$ cat config.mk
export PLATFORM = sky130hd
export DESIGN_NAME = core_top
export DESIGN_NICKNAME = d
export VERILOG_FILES = /design/src/hw/core_pkg.sv /design/src/hw/alu.sv /design/src/hw/core_top.sv /design/src/hw/decode_ctrl.sv /design/src/hw/fetch_stage.sv /design/src/hw/load_store_unit.sv /design/src/hw/reg_file.sv
export SDC_FILE = /design/constraint.sdc
export NUM_CORES = 2
export LEC_CHECK = 0
export ABC_AREA = 0
export BUFFER_PORTS_ARGS = -buffer_cell sky130_fd_sc_hd__buf_2
export CAP_MARGIN = 20
export CORE_MARGIN = 2
export CORE_UTILIZATION = 45
export CTS_CLUSTER_DIAMETER = 100
export CTS_CLUSTER_SIZE = 8
export DETAILED_ROUTE_END_ITERATION = 8
export GPL_TIMING_DRIVEN = 0
export MAX_ROUTING_LAYER = met4
export PLACE_DENSITY = 0.62
export SETUP_SLACK_MARGIN = 0.5
export SLEW_MARGIN = 20
export SYNTH_ARGS = -nofsm -noshare
export SYNTH_HDL_FRONTEND = slang
export SYNTH_SLANG_ARGS = --single-unit
$ cat constraint.sdc
create_clock -name clk -period 16.7 [get_ports clk]
set_input_delay 0.835 -clock clk [delete_from_list [all_inputs] [get_ports clk]]
set_output_delay 0.835 -clock clk [all_outputs]
set_load 0.02 [all_outputs]
$ cat src/hw/core_pkg.sv
/*
 * Shared definitions of the RV32I core: widths, major opcodes,
 * ALU operations, FSM states and the structs passed between stages
 */
`default_nettype none

package core_pkg;

  localparam int unsigned XLEN       = 32;
  localparam int unsigned REG_ADDR_W = 5;

  ////////////////////////////////////////////////////////////
  // Encodings
  ////////////////////////////////////////////////////////////

  // RV32I major opcodes handled by the decoder
  typedef enum logic [6:0] {
    OP_IMM = 7'b0010011,
    OP     = 7'b0110011,
    LUI    = 7'b0110111,
    LOAD   = 7'b0000011,
    STORE  = 7'b0100011,
    BRANCH = 7'b1100011,
    JAL    = 7'b1101111
  } opcode_e;

  typedef enum logic [2:0] {
    ALU_ADD,
    ALU_SUB,
    ALU_AND,
    ALU_OR,
    ALU_XOR,
    ALU_EQ
  } alu_op_e;

  typedef enum logic [1:0] {
    CTRL_IDLE,
    CTRL_RUN,
    CTRL_WAIT_LSU
  } ctrl_state_e;

  typedef enum logic [1:0] {
    LSU_IDLE,
    LSU_WAIT_GNT,
    LSU_WAIT_RVALID
  } lsu_state_e;

  ////////////////////////////////////////////////////////////
  // Stage structs
  ////////////////////////////////////////////////////////////

  // Instruction word with the address it was fetched from
  typedef struct packed {
    logic [XLEN-1:0] instr;
    logic [XLEN-1:0] pc;
  } fetch_item_t;

  typedef struct packed {
    logic            we;
    logic [XLEN-1:0] addr;
    logic [XLEN-1:0] wdata;
  } lsu_req_t;

  typedef struct packed {
    alu_op_e         op;
    logic [XLEN-1:0] operand_a;
    logic [XLEN-1:0] operand_b;
  } alu_req_t;

endpackage

`default_nettype wire

$ cat src/hw/alu.sv
/*
 * ALU with a shared adder/subtractor, logic operations
 * and an equality compare for branches
 */
`timescale 1ns/1ps
`default_nettype none

module alu (
  input  core_pkg::alu_req_t        req_i,
  output logic [core_pkg::XLEN-1:0] result_o,
  output logic                      eq_o
);

  import core_pkg::*;

  logic            sub;
  logic [XLEN-1:0] b_in;
  logic [XLEN-1:0] sum;

  // Subtraction as a plus inverted b plus one
  assign sub  = (req_i.op == ALU_SUB);
  assign b_in = sub ? ~req_i.operand_b : req_i.operand_b;
  assign sum  = req_i.operand_a + b_in + XLEN'(sub);

  assign eq_o = (req_i.operand_a == req_i.operand_b);

  always_comb begin
    case (req_i.op)
      ALU_ADD,
      ALU_SUB: result_o = sum;
      ALU_AND: result_o = req_i.operand_a & req_i.operand_b;
      ALU_OR:  result_o = req_i.operand_a | req_i.operand_b;
      ALU_XOR: result_o = req_i.operand_a ^ req_i.operand_b;
      ALU_EQ:  result_o = XLEN'(eq_o);
      default: result_o = '0;
    endcase
  end

endmodule

`default_nettype wire

$ cat src/hw/core_top.sv
/*
 * Top level of the RV32I core: fetch, decode/controller, ALU,
 * register file and load/store unit, plus the registered busy level
 */
`timescale 1ns/1ps
`default_nettype none

module core_top #(
  parameter int unsigned ExcOffset = 128
) (
  input  logic                         clk,
  input  logic                         rst_ni,
  input  logic                         fetch_enable_i,
  input  logic [core_pkg::XLEN-1:0]    boot_addr_i,
  // Instruction bus
  output logic                         instr_req_o,
  output logic [core_pkg::XLEN-1:0]    instr_addr_o,
  input  logic                         instr_gnt_i,
  input  logic                         instr_rvalid_i,
  input  logic [core_pkg::XLEN-1:0]    instr_rdata_i,
  // Data bus
  output logic                         data_req_o,
  output logic                         data_we_o,
  output logic [core_pkg::XLEN/8-1:0]  data_be_o,
  output logic [core_pkg::XLEN-1:0]    data_addr_o,
  output logic [core_pkg::XLEN-1:0]    data_wdata_o,
  input  logic                         data_gnt_i,
  input  logic                         data_rvalid_i,
  input  logic [core_pkg::XLEN-1:0]    data_rdata_i,
  output logic                         core_sleep_o
);

  import core_pkg::*;

  fetch_item_t           fetch_item;
  logic                  fetch_valid;
  logic                  fetch_en;
  logic                  accept;
  logic                  pc_set;
  logic [XLEN-1:0]       pc_target;
  logic [REG_ADDR_W-1:0] rs1_addr;
  logic [REG_ADDR_W-1:0] rs2_addr;
  logic [XLEN-1:0]       rs1_data;
  logic [XLEN-1:0]       rs2_data;
  logic                  rf_we;
  logic [REG_ADDR_W-1:0] rf_waddr;
  logic [XLEN-1:0]       rf_wdata;
  alu_req_t              alu_req;
  logic [XLEN-1:0]       alu_result;
  logic                  alu_eq;
  lsu_req_t              lsu_req;
  logic                  lsu_start;
  logic [XLEN-1:0]       lsu_rdata;
  logic                  lsu_done;
  logic                  if_busy;
  logic                  ctrl_busy;
  logic                  core_busy_q;

  // Sleep follows the busy level one cycle late
  always_ff @(posedge clk or negedge rst_ni) begin
    if (!rst_ni) begin
      core_busy_q <= 1'b0;
    end else begin
      core_busy_q <= if_busy | ctrl_busy;
    end
  end

  assign core_sleep_o = ~core_busy_q;

  fetch_stage u_fetch (
    .clk, .rst_ni, .boot_addr_i,
    .fetch_en_i    (fetch_en),
    .accept_i      (accept),
    .pc_set_i      (pc_set),
    .pc_target_i   (pc_target),
    .instr_req_o, .instr_addr_o, .instr_gnt_i, .instr_rvalid_i, .instr_rdata_i,
    .item_o        (fetch_item),
    .item_valid_o  (fetch_valid),
    .busy_o        (if_busy)
  );

  decode_ctrl #(
    .ExcOffset (ExcOffset)
  ) u_ctrl (
    .clk, .rst_ni, .fetch_enable_i, .boot_addr_i,
    .item_i        (fetch_item),
    .item_valid_i  (fetch_valid),
    .rs1_data_i    (rs1_data),
    .rs2_data_i    (rs2_data),
    .alu_result_i  (alu_result),
    .alu_eq_i      (alu_eq),
    .lsu_rdata_i   (lsu_rdata),
    .lsu_done_i    (lsu_done),
    .fetch_en_o    (fetch_en),
    .accept_o      (accept),
    .pc_set_o      (pc_set),
    .pc_target_o   (pc_target),
    .rs1_addr_o    (rs1_addr),
    .rs2_addr_o    (rs2_addr),
    .rf_we_o       (rf_we),
    .rf_waddr_o    (rf_waddr),
    .rf_wdata_o    (rf_wdata),
    .alu_req_o     (alu_req),
    .lsu_req_o     (lsu_req),
    .lsu_start_o   (lsu_start),
    .busy_o        (ctrl_busy)
  );

  alu u_alu (
    .req_i    (alu_req),
    .result_o (alu_result),
    .eq_o     (alu_eq)
  );

  reg_file u_rf (
    .clk, .rst_ni,
    .raddr_a_i (rs1_addr),
    .raddr_b_i (rs2_addr),
    .we_i      (rf_we),
    .waddr_i   (rf_waddr),
    .wdata_i   (rf_wdata),
    .rdata_a_o (rs1_data),
    .rdata_b_o (rs2_data)
  );

  load_store_unit u_lsu (
    .clk, .rst_ni,
    .req_i   (lsu_req),
    .start_i (lsu_start),
    .data_gnt_i, .data_rvalid_i, .data_rdata_i,
    .data_req_o, .data_we_o, .data_be_o, .data_addr_o, .data_wdata_o,
    .rdata_o (lsu_rdata),
    .done_o  (lsu_done)
  );

endmodule

`default_nettype wire

$ cat src/hw/decode_ctrl.sv
/*
 * Instruction decoder and controller FSM, branch decision,
 * jump and trap targets and register write-back select
 */
`timescale 1ns/1ps
`default_nettype none

module decode_ctrl #(
  parameter int unsigned ExcOffset = 128
) (
  input  logic                            clk,
  input  logic                            rst_ni,
  input  logic                            fetch_enable_i,
  input  logic [core_pkg::XLEN-1:0]       boot_addr_i,
  input  core_pkg::fetch_item_t           item_i,
  input  logic                            item_valid_i,
  input  logic [core_pkg::XLEN-1:0]       rs1_data_i,
  input  logic [core_pkg::XLEN-1:0]       rs2_data_i,
  input  logic [core_pkg::XLEN-1:0]       alu_result_i,
  input  logic                            alu_eq_i,
  input  logic [core_pkg::XLEN-1:0]       lsu_rdata_i,
  input  logic                            lsu_done_i,
  output logic                            fetch_en_o,
  output logic                            accept_o,
  output logic                            pc_set_o,
  output logic [core_pkg::XLEN-1:0]       pc_target_o,
  output logic [core_pkg::REG_ADDR_W-1:0] rs1_addr_o,
  output logic [core_pkg::REG_ADDR_W-1:0] rs2_addr_o,
  output logic                            rf_we_o,
  output logic [core_pkg::REG_ADDR_W-1:0] rf_waddr_o,
  output logic [core_pkg::XLEN-1:0]       rf_wdata_o,
  output core_pkg::alu_req_t              alu_req_o,
  output core_pkg::lsu_req_t              lsu_req_o,
  output logic                            lsu_start_o,
  output logic                            busy_o
);

  import core_pkg::*;

  ctrl_state_e     state_q, state_d;
  logic [XLEN-1:0] instr, pc;
  opcode_e         opcode;
  logic [2:0]      funct3;
  logic [6:0]      funct7;
  logic [XLEN-1:0] imm_i, imm_s, imm_b, imm_u, imm_j;
  alu_op_e         alu_op;
  logic [XLEN-1:0] op_a, op_b;
  logic            legal, writes_rd, is_mem, is_branch, is_jal;
  logic            run_now, mem_op, taken;

  assign instr  = item_i.instr;
  assign pc     = item_i.pc;
  assign opcode = opcode_e'(instr[6:0]);
  assign funct3 = instr[14:12];
  assign funct7 = instr[31:25];

  assign imm_i = {{20{instr[31]}}, instr[31:20]};
  assign imm_s = {{20{instr[31]}}, instr[31:25], instr[11:7]};
  assign imm_b = {{19{instr[31]}}, instr[31], instr[7], instr[30:25], instr[11:8], 1'b0};
  assign imm_u = {instr[31:12], 12'b0};
  assign imm_j = {{11{instr[31]}}, instr[31], instr[19:12], instr[20], instr[30:21], 1'b0};

  ////////////////////////////////////////////////////////////
  // Decoder
  ////////////////////////////////////////////////////////////

  always_comb begin
    alu_op    = ALU_ADD;
    op_a      = rs1_data_i;
    op_b      = imm_i;
    legal     = 1'b1;
    writes_rd = 1'b0;
    is_mem    = 1'b0;
    is_branch = 1'b0;
    is_jal    = 1'b0;
    case (opcode)
      OP_IMM: begin
        // ADDI only
        legal     = (funct3 == 3'b000);
        writes_rd = 1'b1;
      end
      OP: begin
        op_b      = rs2_data_i;
        writes_rd = 1'b1;
        case ({funct7, funct3})
          {7'h00, 3'b000}: alu_op = ALU_ADD;
          {7'h20, 3'b000}: alu_op = ALU_SUB;
          {7'h00, 3'b111}: alu_op = ALU_AND;
          {7'h00, 3'b110}: alu_op = ALU_OR;
          {7'h00, 3'b100}: alu_op = ALU_XOR;
          default:         legal  = 1'b0;
        endcase
      end
      LUI: begin
        op_a      = '0;
        op_b      = imm_u;
        writes_rd = 1'b1;
      end
      LOAD: begin
        legal     = (funct3 == 3'b010);
        writes_rd = 1'b1;
        is_mem    = 1'b1;
      end
      STORE: begin
        op_b   = imm_s;
        legal  = (funct3 == 3'b010);
        is_mem = 1'b1;
      end
      BRANCH: begin
        // BEQ and BNE
        alu_op    = ALU_EQ;
        op_b      = rs2_data_i;
        legal     = (funct3[2:1] == 2'b00);
        is_branch = 1'b1;
      end
      JAL: begin
        writes_rd = 1'b1;
        is_jal    = 1'b1;
      end
      default: legal = 1'b0;
    endcase
  end

  assign taken = legal & is_branch & (funct3[0] ? ~alu_eq_i : alu_eq_i);

  ////////////////////////////////////////////////////////////
  // Controller
  ////////////////////////////////////////////////////////////

  assign run_now = (state_q == CTRL_RUN) & item_valid_i;
  assign mem_op  = is_mem & legal;

  always_comb begin
    state_d = state_q;
    case (state_q)
      CTRL_IDLE:     if (fetch_enable_i) state_d = CTRL_RUN;
      CTRL_RUN:      if (lsu_start_o) state_d = CTRL_WAIT_LSU;
      CTRL_WAIT_LSU: if (lsu_done_i) state_d = CTRL_RUN;
      default:       state_d = CTRL_IDLE;
    endcase
  end

  always_ff @(posedge clk or negedge rst_ni) begin
    if (!rst_ni) begin
      state_q <= CTRL_IDLE;
    end else begin
      state_q <= state_d;
    end
  end

  // Memory instructions stay in the slot until the LSU is done
  assign accept_o    = (run_now & ~mem_op) | ((state_q == CTRL_WAIT_LSU) & lsu_done_i);
  assign lsu_start_o = run_now & mem_op;
  assign pc_set_o    = run_now & (~legal | is_jal | taken);
  assign pc_target_o = !legal ? boot_addr_i + XLEN'(ExcOffset) :
                       is_jal ? pc + imm_j : pc + imm_b;

  assign fetch_en_o = (state_q != CTRL_IDLE);
  assign busy_o     = (state_q != CTRL_IDLE);

  // Register file and execution unit requests
  assign rs1_addr_o = instr[19:15];
  assign rs2_addr_o = instr[24:20];
  assign rf_we_o    = accept_o & legal & writes_rd;
  assign rf_waddr_o = instr[11:7];
  assign rf_wdata_o = (state_q == CTRL_WAIT_LSU) ? lsu_rdata_i :
                      is_jal ? pc + XLEN'(4) : alu_result_i;

  assign alu_req_o.op        = alu_op;
  assign alu_req_o.operand_a = op_a;
  assign alu_req_o.operand_b = op_b;

  assign lsu_req_o.we    = (opcode == STORE);
  assign lsu_req_o.addr  = alu_result_i;
  assign lsu_req_o.wdata = rs2_data_i;

  a_accept_valid: assert property (@(posedge clk) disable iff (!rst_ni)
    accept_o |-> item_valid_i);

endmodule

`default_nettype wire

$ cat src/hw/fetch_stage.sv
/*
 * Fetch stage: fetch address, instruction bus master,
 * one prefetched instruction slot and stale response tracking
 */
`timescale 1ns/1ps
`default_nettype none

module fetch_stage (
  input  logic                      clk,
  input  logic                      rst_ni,
  input  logic [core_pkg::XLEN-1:0] boot_addr_i,
  input  logic                      fetch_en_i,
  input  logic                      accept_i,
  input  logic                      pc_set_i,
  input  logic [core_pkg::XLEN-1:0] pc_target_i,
  output logic                      instr_req_o,
  output logic [core_pkg::XLEN-1:0] instr_addr_o,
  input  logic                      instr_gnt_i,
  input  logic                      instr_rvalid_i,
  input  logic [core_pkg::XLEN-1:0] instr_rdata_i,
  output core_pkg::fetch_item_t     item_o,
  output logic                      item_valid_o,
  output logic                      busy_o
);

  import core_pkg::*;

  logic [XLEN-1:0] addr_q;
  logic            boot_sel_q;
  logic            outstanding_q;
  logic            stale_q;
  logic            slot_valid_q;
  fetch_item_t     slot_q;
  logic [XLEN-1:0] req_pc_q;
  logic            granted;
  logic            resp_ok;

  // Until the first grant or redirect the address comes from boot_addr_i
  assign instr_addr_o = boot_sel_q ? {boot_addr_i[XLEN-1:2], 2'b00} : addr_q;

  // No request during a redirect, so a waiting request never changes address
  assign instr_req_o = fetch_en_i & ~outstanding_q & ~pc_set_i &
                       (~slot_valid_q | accept_i);

  assign granted = instr_req_o & instr_gnt_i;
  assign resp_ok = instr_rvalid_i & outstanding_q & ~stale_q & ~pc_set_i;

  always_ff @(posedge clk or negedge rst_ni) begin
    if (!rst_ni) begin
      addr_q        <= '0;
      boot_sel_q    <= 1'b1;
      outstanding_q <= 1'b0;
      stale_q       <= 1'b0;
      slot_valid_q  <= 1'b0;
    end else begin
      if (pc_set_i) begin
        addr_q     <= {pc_target_i[XLEN-1:2], 2'b00};
        boot_sel_q <= 1'b0;
      end else if (granted) begin
        addr_q     <= instr_addr_o + XLEN'(4);
        boot_sel_q <= 1'b0;
      end

      if (granted) begin
        outstanding_q <= 1'b1;
      end else if (instr_rvalid_i) begin
        outstanding_q <= 1'b0;
      end

      // A response still in flight at a redirect belongs to the old path
      if (instr_rvalid_i) begin
        stale_q <= 1'b0;
      end else if (pc_set_i && outstanding_q) begin
        stale_q <= 1'b1;
      end

      if (pc_set_i) begin
        slot_valid_q <= 1'b0;
      end else if (resp_ok) begin
        slot_valid_q <= 1'b1;
      end else if (accept_i) begin
        slot_valid_q <= 1'b0;
      end
    end
  end

  always_ff @(posedge clk) begin
    if (granted) begin
      req_pc_q <= instr_addr_o;
    end
    if (resp_ok) begin
      slot_q.instr <= instr_rdata_i;
      slot_q.pc    <= req_pc_q;
    end
  end

  assign item_o       = slot_q;
  assign item_valid_o = slot_valid_q;
  assign busy_o       = instr_req_o | outstanding_q | slot_valid_q;

  a_gnt_with_req: assert property (@(posedge clk) disable iff (!rst_ni)
    instr_gnt_i |-> instr_req_o);

  a_addr_stable: assert property (@(posedge clk) disable iff (!rst_ni)
    instr_req_o && !instr_gnt_i |=> instr_req_o && $stable(instr_addr_o));

endmodule

`default_nettype wire

$ cat src/hw/load_store_unit.sv
/*
 * Load/store unit: word accesses on the data bus,
 * load data capture and a done pulse per access
 */
`timescale 1ns/1ps
`default_nettype none

module load_store_unit (
  input  logic                        clk,
  input  logic                        rst_ni,
  input  core_pkg::lsu_req_t          req_i,
  input  logic                        start_i,
  input  logic                        data_gnt_i,
  input  logic                        data_rvalid_i,
  input  logic [core_pkg::XLEN-1:0]   data_rdata_i,
  output logic                        data_req_o,
  output logic                        data_we_o,
  output logic [core_pkg::XLEN/8-1:0] data_be_o,
  output logic [core_pkg::XLEN-1:0]   data_addr_o,
  output logic [core_pkg::XLEN-1:0]   data_wdata_o,
  output logic [core_pkg::XLEN-1:0]   rdata_o,
  output logic                        done_o
);

  import core_pkg::*;

  lsu_state_e      state_q;
  lsu_req_t        req_q;
  logic [XLEN-1:0] rdata_q;
  logic            done_q;

  always_ff @(posedge clk or negedge rst_ni) begin
    if (!rst_ni) begin
      state_q <= LSU_IDLE;
      done_q  <= 1'b0;
    end else begin
      done_q <= 1'b0;
      case (state_q)
        LSU_IDLE:        if (start_i) state_q <= LSU_WAIT_GNT;
        LSU_WAIT_GNT:    if (data_gnt_i) state_q <= LSU_WAIT_RVALID;
        LSU_WAIT_RVALID: begin
          if (data_rvalid_i) begin
            state_q <= LSU_IDLE;
            done_q  <= 1'b1;
          end
        end
        default:         state_q <= LSU_IDLE;
      endcase
    end
  end

  // Request held stable from start until grant
  always_ff @(posedge clk) begin
    if (start_i && state_q == LSU_IDLE) begin
      req_q <= req_i;
    end
    if (data_rvalid_i && state_q == LSU_WAIT_RVALID) begin
      rdata_q <= data_rdata_i;
    end
  end

  assign data_req_o   = (state_q == LSU_WAIT_GNT);
  assign data_we_o    = req_q.we;
  assign data_be_o    = '1;
  assign data_addr_o  = {req_q.addr[XLEN-1:2], 2'b00};
  assign data_wdata_o = req_q.wdata;
  assign rdata_o      = rdata_q;
  assign done_o       = done_q;

  a_start_when_idle: assert property (@(posedge clk) disable iff (!rst_ni)
    start_i |-> state_q == LSU_IDLE);

endmodule

`default_nettype wire

$ cat src/hw/reg_file.sv
/*
 * Register file with 31 writable registers, x0 reads zero,
 * two asynchronous read ports and one write port
 */
`timescale 1ns/1ps
`default_nettype none

module reg_file (
  input  logic                            clk,
  input  logic                            rst_ni,
  input  logic [core_pkg::REG_ADDR_W-1:0] raddr_a_i,
  input  logic [core_pkg::REG_ADDR_W-1:0] raddr_b_i,
  input  logic                            we_i,
  input  logic [core_pkg::REG_ADDR_W-1:0] waddr_i,
  input  logic [core_pkg::XLEN-1:0]       wdata_i,
  output logic [core_pkg::XLEN-1:0]       rdata_a_o,
  output logic [core_pkg::XLEN-1:0]       rdata_b_o
);

  import core_pkg::*;

  logic [XLEN-1:0] regs_q [1:31];

  always_ff @(posedge clk or negedge rst_ni) begin
    if (!rst_ni) begin
      for (int i = 1; i < 32; i++) begin
        regs_q[i] <= '0;
      end
    end else if (we_i && waddr_i != '0) begin
      regs_q[waddr_i] <= wdata_i;
    end
  end

  assign rdata_a_o = (raddr_a_i == '0) ? '0 : regs_q[raddr_a_i];
  assign rdata_b_o = (raddr_b_i == '0) ? '0 : regs_q[raddr_b_i];

endmodule

`default_nettype wire

=== Yosys cells after proc, flatten, opt, wreduce, memory -nomap -nowiden ===
Index checks and enable logic that the tools add are counted.

* Flip-flop bits (word level): 1227
* Bits of input ports: 103

* Equality and inequality tests: 28
* Mux-type cells: 50
* Add/subtract/negate cells: 7
* Magnitude comparators: 4
* Bitwise logic cells: 39
* Reduce and logical (&&, ||, !) cells: 27

{| class="wikitable"
|+ Operator list
! cell !! number
|-
| $bwmux 992 || 1
|-
| $mux 32 || 16
|-
| $bmux 32 s5 || 2
|-
| $demux 32 s5 || 1
|-
| $pmux 32 s5 || 1
|-
| $add 32x32->32 || 3
|-
| $pmux 32 s3 || 1
|-
| $add 32x3->32 const B || 2
|-
| $add 32x1->32 || 1
|-
| $add 32x8->32 const B || 1
|-
| $and 32x32->32 || 1
|-
| $eq 32x32->1 || 1
|-
| $not 32->32 || 1
|-
| $or 32x32->32 || 1
|-
| $xor 32x32->32 || 1
|-
| $eq 10x3->1 const B || 3
|-
| $eq 7x6->1 const B || 3
|-
| $ge 6x6->1 const B || 3
|-
| $not 5->6 || 3
|-
| $and 1x1->1 || 17
|-
| $mux 1 || 17
|-
| $eq 7x7->1 const B || 2
|-
| $mux 2 || 6
|-
| $pmux 2 s3 || 2
|-
| 27 further kinds || 65
|}

=== Longest topological paths before layout ===
* Word-level depth: 18
* Gate-level depth with buffers: 28
* Mapped depth without buffers: 21

=== By module ===
From an unflattened synthesis, not the netlist that was laid out.

* Cell total of the unflattened synthesis: 5762
* Area, all modules: 71795.1 um^2

{| class="wikitable"
|+ By module, submodules not included
! module !! area an instance (um^2) !! instances !! cells an instance !! sequential area each (um^2)
|-
| reg_file || 53585.1 || 1 || 3776 || 24823.8
|-
| fetch_stage || 5576.6 || 1 || 404 || 3784.9
|-
| decode_ctrl || 5295.1 || 1 || 835 || 50.0
|-
| alu || 4262.8 || 1 || 630 || 0.0
|-
| load_store_unit || 3040.4 || 1 || 114 || 2927.8
|-
| core_top || 35.0 || 1 || 3 || 25.0
|}

=== Least setup slack after synthesis ===
OpenSTA, ideal clock, no wires.

* Path kind: register -> register
* Start point: reg u_fetch.item_o[47] (netlist name)
* End point: reg u_fetch.item_o[0] (netlist name)
* Period minus slack after synthesis: 9.715 ns
* Cell stages (with the launch flop): 17
* Slack: 6.985 ns
* Arrival: 9.148 ns
* Data required time: 16.133 ns
* Cells stage by stage: edfxtp_1 > buf_2 > buf_2 > clkbuf_1 > buf_1 > buf_1 > mux4_2 > mux4_2 > o211a_1 > ha_1 > nor4_1 > nand4_1 > nor2_1 > xor2_1 > a211oi_1 > nor2_1 > nor3_1

* Longest elaborated chain between the ends: 14
* Elaborated cells between the ends (all ways): 16
* Classes of those cells: eq/ne (1); mux (7); bitwise (7); reduce/logical (1)

{| class="wikitable"
|+ Ends and longest elaborated chain
! item !! RTL line !! text
|-
| $not 5->6 (implied by the code) || reg_file.sv:34 || <nowiki>assign rdata_a_o = (raddr_a_i == '0) ? '0 : regs_q[raddr_a_i];</nowiki>
|-
| $bmux 32 s5 || reg_file.sv:34 ||
|-
| $mux 32 (implied by the code) (2 in series) || reg_file.sv:34 ||
|-
| $mux 32 || reg_file.sv:34 ||
|-
| $mux 32 || decode_ctrl.sv:76 || <nowiki>case (opcode)</nowiki>
|-
| $eq 32x32->1 * || alu.sv:25 || <nowiki>assign eq_o = (req_i.operand_a == req_i.operand_b);</nowiki>
|-
| $not 1->1 || decode_ctrl.sv:124 || <nowiki>assign taken = legal & is_branch & (funct3[0] ? ~alu_eq_i : alu_eq_i);</nowiki>
|-
| $mux 1 * || decode_ctrl.sv:124 ||
|-
| $and 1x1->1 * || decode_ctrl.sv:124 ||
|-
| $or 1x1->1 * || decode_ctrl.sv:154 || <nowiki>assign pc_set_o = run_now & (~legal | is_jal | taken);</nowiki>
|-
| $and 1x1->1 * || decode_ctrl.sv:154 ||
|-
| $not 1->1 * || fetch_stage.sv:46 || <nowiki>assign resp_ok = instr_rvalid_i & outstanding_q & ~stale_q & ~pc_set_i;</nowiki>
|-
| $and 1x1->1 * || fetch_stage.sv:46 ||
|-
| named net u_fetch.resp_ok || fetch_stage.sv:36 || <nowiki>logic resp_ok;</nowiki>
|}

Mark *: on every way through the listed nets, which the timed path passes. The rest lies on a longest branch. The select of a mux whose other input is x is not followed.
A chain may end at the register's enable or synchronous reset.

==> results by group <==
Run status
  • Status: finished, final reports clean

Synthesis
  • Most used DFF post-synth: dfrtp_1
  • Top post-synthesis cells by area: dfrtp_1, mux4_2, edfxtp_1
  • Top-area cell type share of the netlist area: 0.3767
  • Library cells used by synthesis: 96
  • Async set-reset flop share out of synthesis: 0.8441
  • Post-Syn Area: 68,630 µm²
  • YS warnings: 0
  • Register area share after synthesis: 0.4606
  • Gate Count Post-Synth: 6,333
  • Synth Register Bits: 1,225
  • Avg Cell Area, Syn: 10.84 µm²
  • Post-synth EDFFs: 191
  • Leading area contributor after synthesis: dfrtp_1

Layout
  • Layout area overhead: 13.61%
  • Area of the multi-input gates: 34,450 µm²
  • Share of cells above drive strength 1: 0.1858
  • Fill cells: 13.77k
  • Final non-filler cell total: 8,882
  • Final net count: 6,985
  • Sequential cell area: 31,610 µm²

Power
  • Max VDD drop: 120.1 µV
  • P per Cell Area: 109.4 nW/µm²
  • Sw frac: 0.3469
  • P_int: 5.572 mW
  • NetSw: 2.959 mW
  • Seq pwr share: 0.376
  • Combinational share of power: 0.238
  • Leakage: 32.47 nW
  • Clock network power share: 0.386

Flow run
  • Max cap viols: 0

Floorplanning
  • # IOs: 207
  • Die width: 394.5 µm
  • Full die area: 155,700 µm²
  • Core Area: 151,700 µm²
  • Row Count: 143
  • Initial Util: 0.4523
  • Die height: 394.5 µm

Critical path
  • Arrival time at the worst endpoint: 11.73 ns
  • Setup Crit Path Kind: reg2reg
  • Worst endpoint required time: 17.44 ns
  • Largest fanout on the critical path: 10
  • Startpoint class of the critical path: register
  • Worst-case reg-to-reg path depth: 22
  • CP Capture Type: register

Timing
  • Final setup TNS: 0 ns
  • Fin crit share: 0.6579
  • Fin. Hold Viols: 0
  • RSZ-0062 raised after global routing: false
  • Slew @ Worst Pin: 1.342 ns
  • Peak Freq: 91.02 MHz
  • Fin Clk Skew: 0.04436 ns
  • Slew Limit Fails: 0
  • Final-report setup violation count: 0
  • Rel. slew slack: 0.1054
  • Fin crit period: 10.99 ns

Global routing
  • Gr ovfl total: 0
  • Initial antenna violation count: 46
  • Global-route wire length before repair: 432.7 mm
  • Largest net degree at the start of global routing: 139
  • Tot GR Track Use: 0.4076
  • Number of global-route vias before repair: 56.81k

Detailed routing
  • Iteration-0 DRC Markers: 8,762
  • Vias/cell: 6.663
  • TritonRoute pass-1 iters: 8
  • WL final: 311.1 mm
  • Vias: 59.18k
  • Post-DRT Antenna Nets: 0
  • DRC errors left: 0
  • Routed length per placed instance: 35.02 µm

Clocking
  • Clk sinks: 1,225
  • CTS tree: yes
  • Skew-Pair Late Insertion Delay: 0.86 ns
  • Htree depth: 4
  • Clock-pin slew of the registers on the worst-case setup and hold paths: 0.06 ns
  • Root buf cell: clkbuf_16
  • Clock buffer count from CTS: 172
  • Max Buffers Root-to-Sink: 3

Min path
  • HP Class: in2reg
  • Worst hold stages: 1

Placement
  • Final GP Congestion: 1.066
  • Number of port buffers: 197
  • DP HPWL: 236.3 mm
  • Cells after DPL: 8,606
[cell type report]
class,count,share of cell area
Antenna cell,54,0.001733
Buffer,557,0.03055
Clock buffer,203,0.05751
Clock inverter,15,0.003835
Inverter,109,0.005247
Multi-Input combinational cell,4446,0.4418
Sequential cell,1225,0.4054
Tap cell,2030,0.03257
Timing Repair Buffer,243,0.02134
[placed cells by master, fill, tap and decap left out, types with 28 or more instances in the layout]
master / Yosys / final
o211ai_1: 45 / 45
dfrtp_1: 1033 / 1033
nand2_1: 957 / 957
a21o_1: 64 / 64
mux4_2: 563 / 563
a211oi_1: 48 / 47
mux2i_1: 102 / 101
inv_1: 107 / 106
clkbuf_16: 0 / 175
o31ai_1: 39 / 38
clkbuf_2: 11 / 54
nand4_1: 29 / 29
ha_1: 126 / 126
and3_1: 30 / 30
o211a_1: 31 / 31
buf_2: 59 / 280
a21oi_1: 397 / 390
nand2b_1: 49 / 49
o21ai_0: 785 / 782
nand3_1: 63 / 63
nor2_1: 475 / 470
xnor2_1: 101 / 101
edfxtp_1: 191 / 191
xor2_1: 53 / 53
diode_2: 0 / 54
buf_4: 18 / 35
a31oi_1: 48 / 48
nor3_1: 64 / 61
o21ai_1: 76 / 78
mux2_2: 43 / 43
clkbuf_1: 411 / 397
a221oi_1: 28 / 28
[worst max-delay path, cell delays in order (launching register included)]
cell	delay (ns)
edfxtp_1	0.63
buf_2	0.49
buf_2	0.45
clkbuf_1	1.02
clkbuf_1	1.01
mux4_2	0.49
mux4_2	0.57
mux2_2	0.45
a221o_1	0.39
xnor2_1	0.15
ha_1	0.38
a21oi_1	0.63
a21boi_0	0.44
o31ai_4	0.56
o211ai_1	0.23
nand2_1	0.12
xor2_1	0.09
o21ai_0	0.77
nor2_1	0.08
a211oi_1	0.70
a21oi_2	0.33
clkbuf_1	0.50
o21ai_0	0.34
[path summary, 6_finish.rpt]
| check | start | to | slack (ns) |
|---|---|---|---|
| worst max-delay path | u_fetch.item_o[53] | u_rf.regs_q[56] | 5.71 |
| worst min-delay path | instr_rdata_i[9] | u_fetch.item_o[41] | 0.15 |
| worst max register to register | u_fetch.item_o[53] | u_rf.regs_q[56] | 5.71 |
| worst min register to register | u_fetch.req_pc_q[23] | u_fetch.item_o[23] | 0.41 |
| max in group asynchronous | rst_ni | u_lsu.state_q[1] | 13.88 |
| min in group asynchronous | rst_ni | u_rf.regs_q[457] | 0.56 |
[per-stage QoR]
stage | cell area [µm²] | total power [mW] | util | setup slack [ns] | hold WS, ns
2_1_floorplan | 68640 | 4.274 | - | 6.985 | 0.4003
3_3_place_gp | 72170 | 5.146 | 0.4757 | -8.532 | 0.4016
3_5_place_dp | 73000 | 5.189 | 0.4811 | 6.272 | 0.4045
4_1_cts | 77790 | 8.448 | 0.5127 | 6.185 | 0.1231
5_1_grt | 77930 | 8.720 | 0.5137 | 5.761 | 0.1569
6_report | 77970 | 8.531 | 0.5139 | 5.713 | 0.1525
[layer usage]
layer | GRT usage | vias to the layer above | part of all wire
li1 | - | 24005 | -
met1 | 0.5214 | 30232 | 0.38
met2 | 0.5483 | 4078 | 0.42
met3 | 0.1513 | 866 | 0.14
met4 | 0.2456 | 0 | 0.070
met5 | - | - | 0
[cells in the mapped netlist (all sizes together) (15+ instances only)]
library cell and count:
nand3 63, nor3 66, edfxtp 191, a31oi 48, a211oi 49, mux2i 102
nor2 475, o211a 31, nand2b 49, inv 109, mux2 44, a21oi 398
o21ai 862, buf 135, nand4 29, xor2 53, o21a 17, and2 24
clkbuf 422, a22oi 16, nor4 15, ha 126, xnor2 101, o211ai 45
a21o 64, dfrtp 1033, nand2 959, a221oi 29, nor2b 24, mux4 563
o31ai 41, and3 30
[flip-flops by register name, indices dropped and copies added (netlist names), 2 cells and up]
name	count
u_fetch.req_pc_q	32
u_rf.regs_q	992
u_fetch.item_o	64
u_ctrl.state_q	2
u_lsu.data_addr_o	30
u_lsu.state_q	2
u_lsu.rdata_o	32
u_fetch.addr_q	32
u_lsu.data_wdata_o	32
[cell families (layout without fill, tap and decap cells)]
group | Yosys count | count (layout) | share of synthesized area
AOI/OAI and AO/OA | 1671 | 1671 | 0.1405
buffers and inverters | 666 | 1127 | 0.03945
DFF | 1225 | 1225 | 0.4606
adders and majority gates | 128 | 128 | 0.02355
and+or+nand+nor | 1778 | 1778 | 0.1092
xor gates and xnor gates | 154 | 154 | 0.01965
other | 2 | 60 | 0.0001094
muxes | 709 | 709 | 0.2069
[timing repair]
item                       in CTS  in global routing
setup endpoints to repair       0                  0
hold endpoints to repair       27                  0
gates resized for setup         0                  0
hold buffers                    1                  0
buffers inserted                0                  0
[power groups by stage]
stage	sequential [mW]	clock, mW	combinational, mW
finish	3.21	3.30	2.03
global route	3.21	3.42	2.09
CTS	3.20	3.30	1.94
detailed placement	3.25	0	1.94
global placement	3.26	0	1.89
floorplan	3.23	0	1.04
Power figures use the tool's default switching activity.
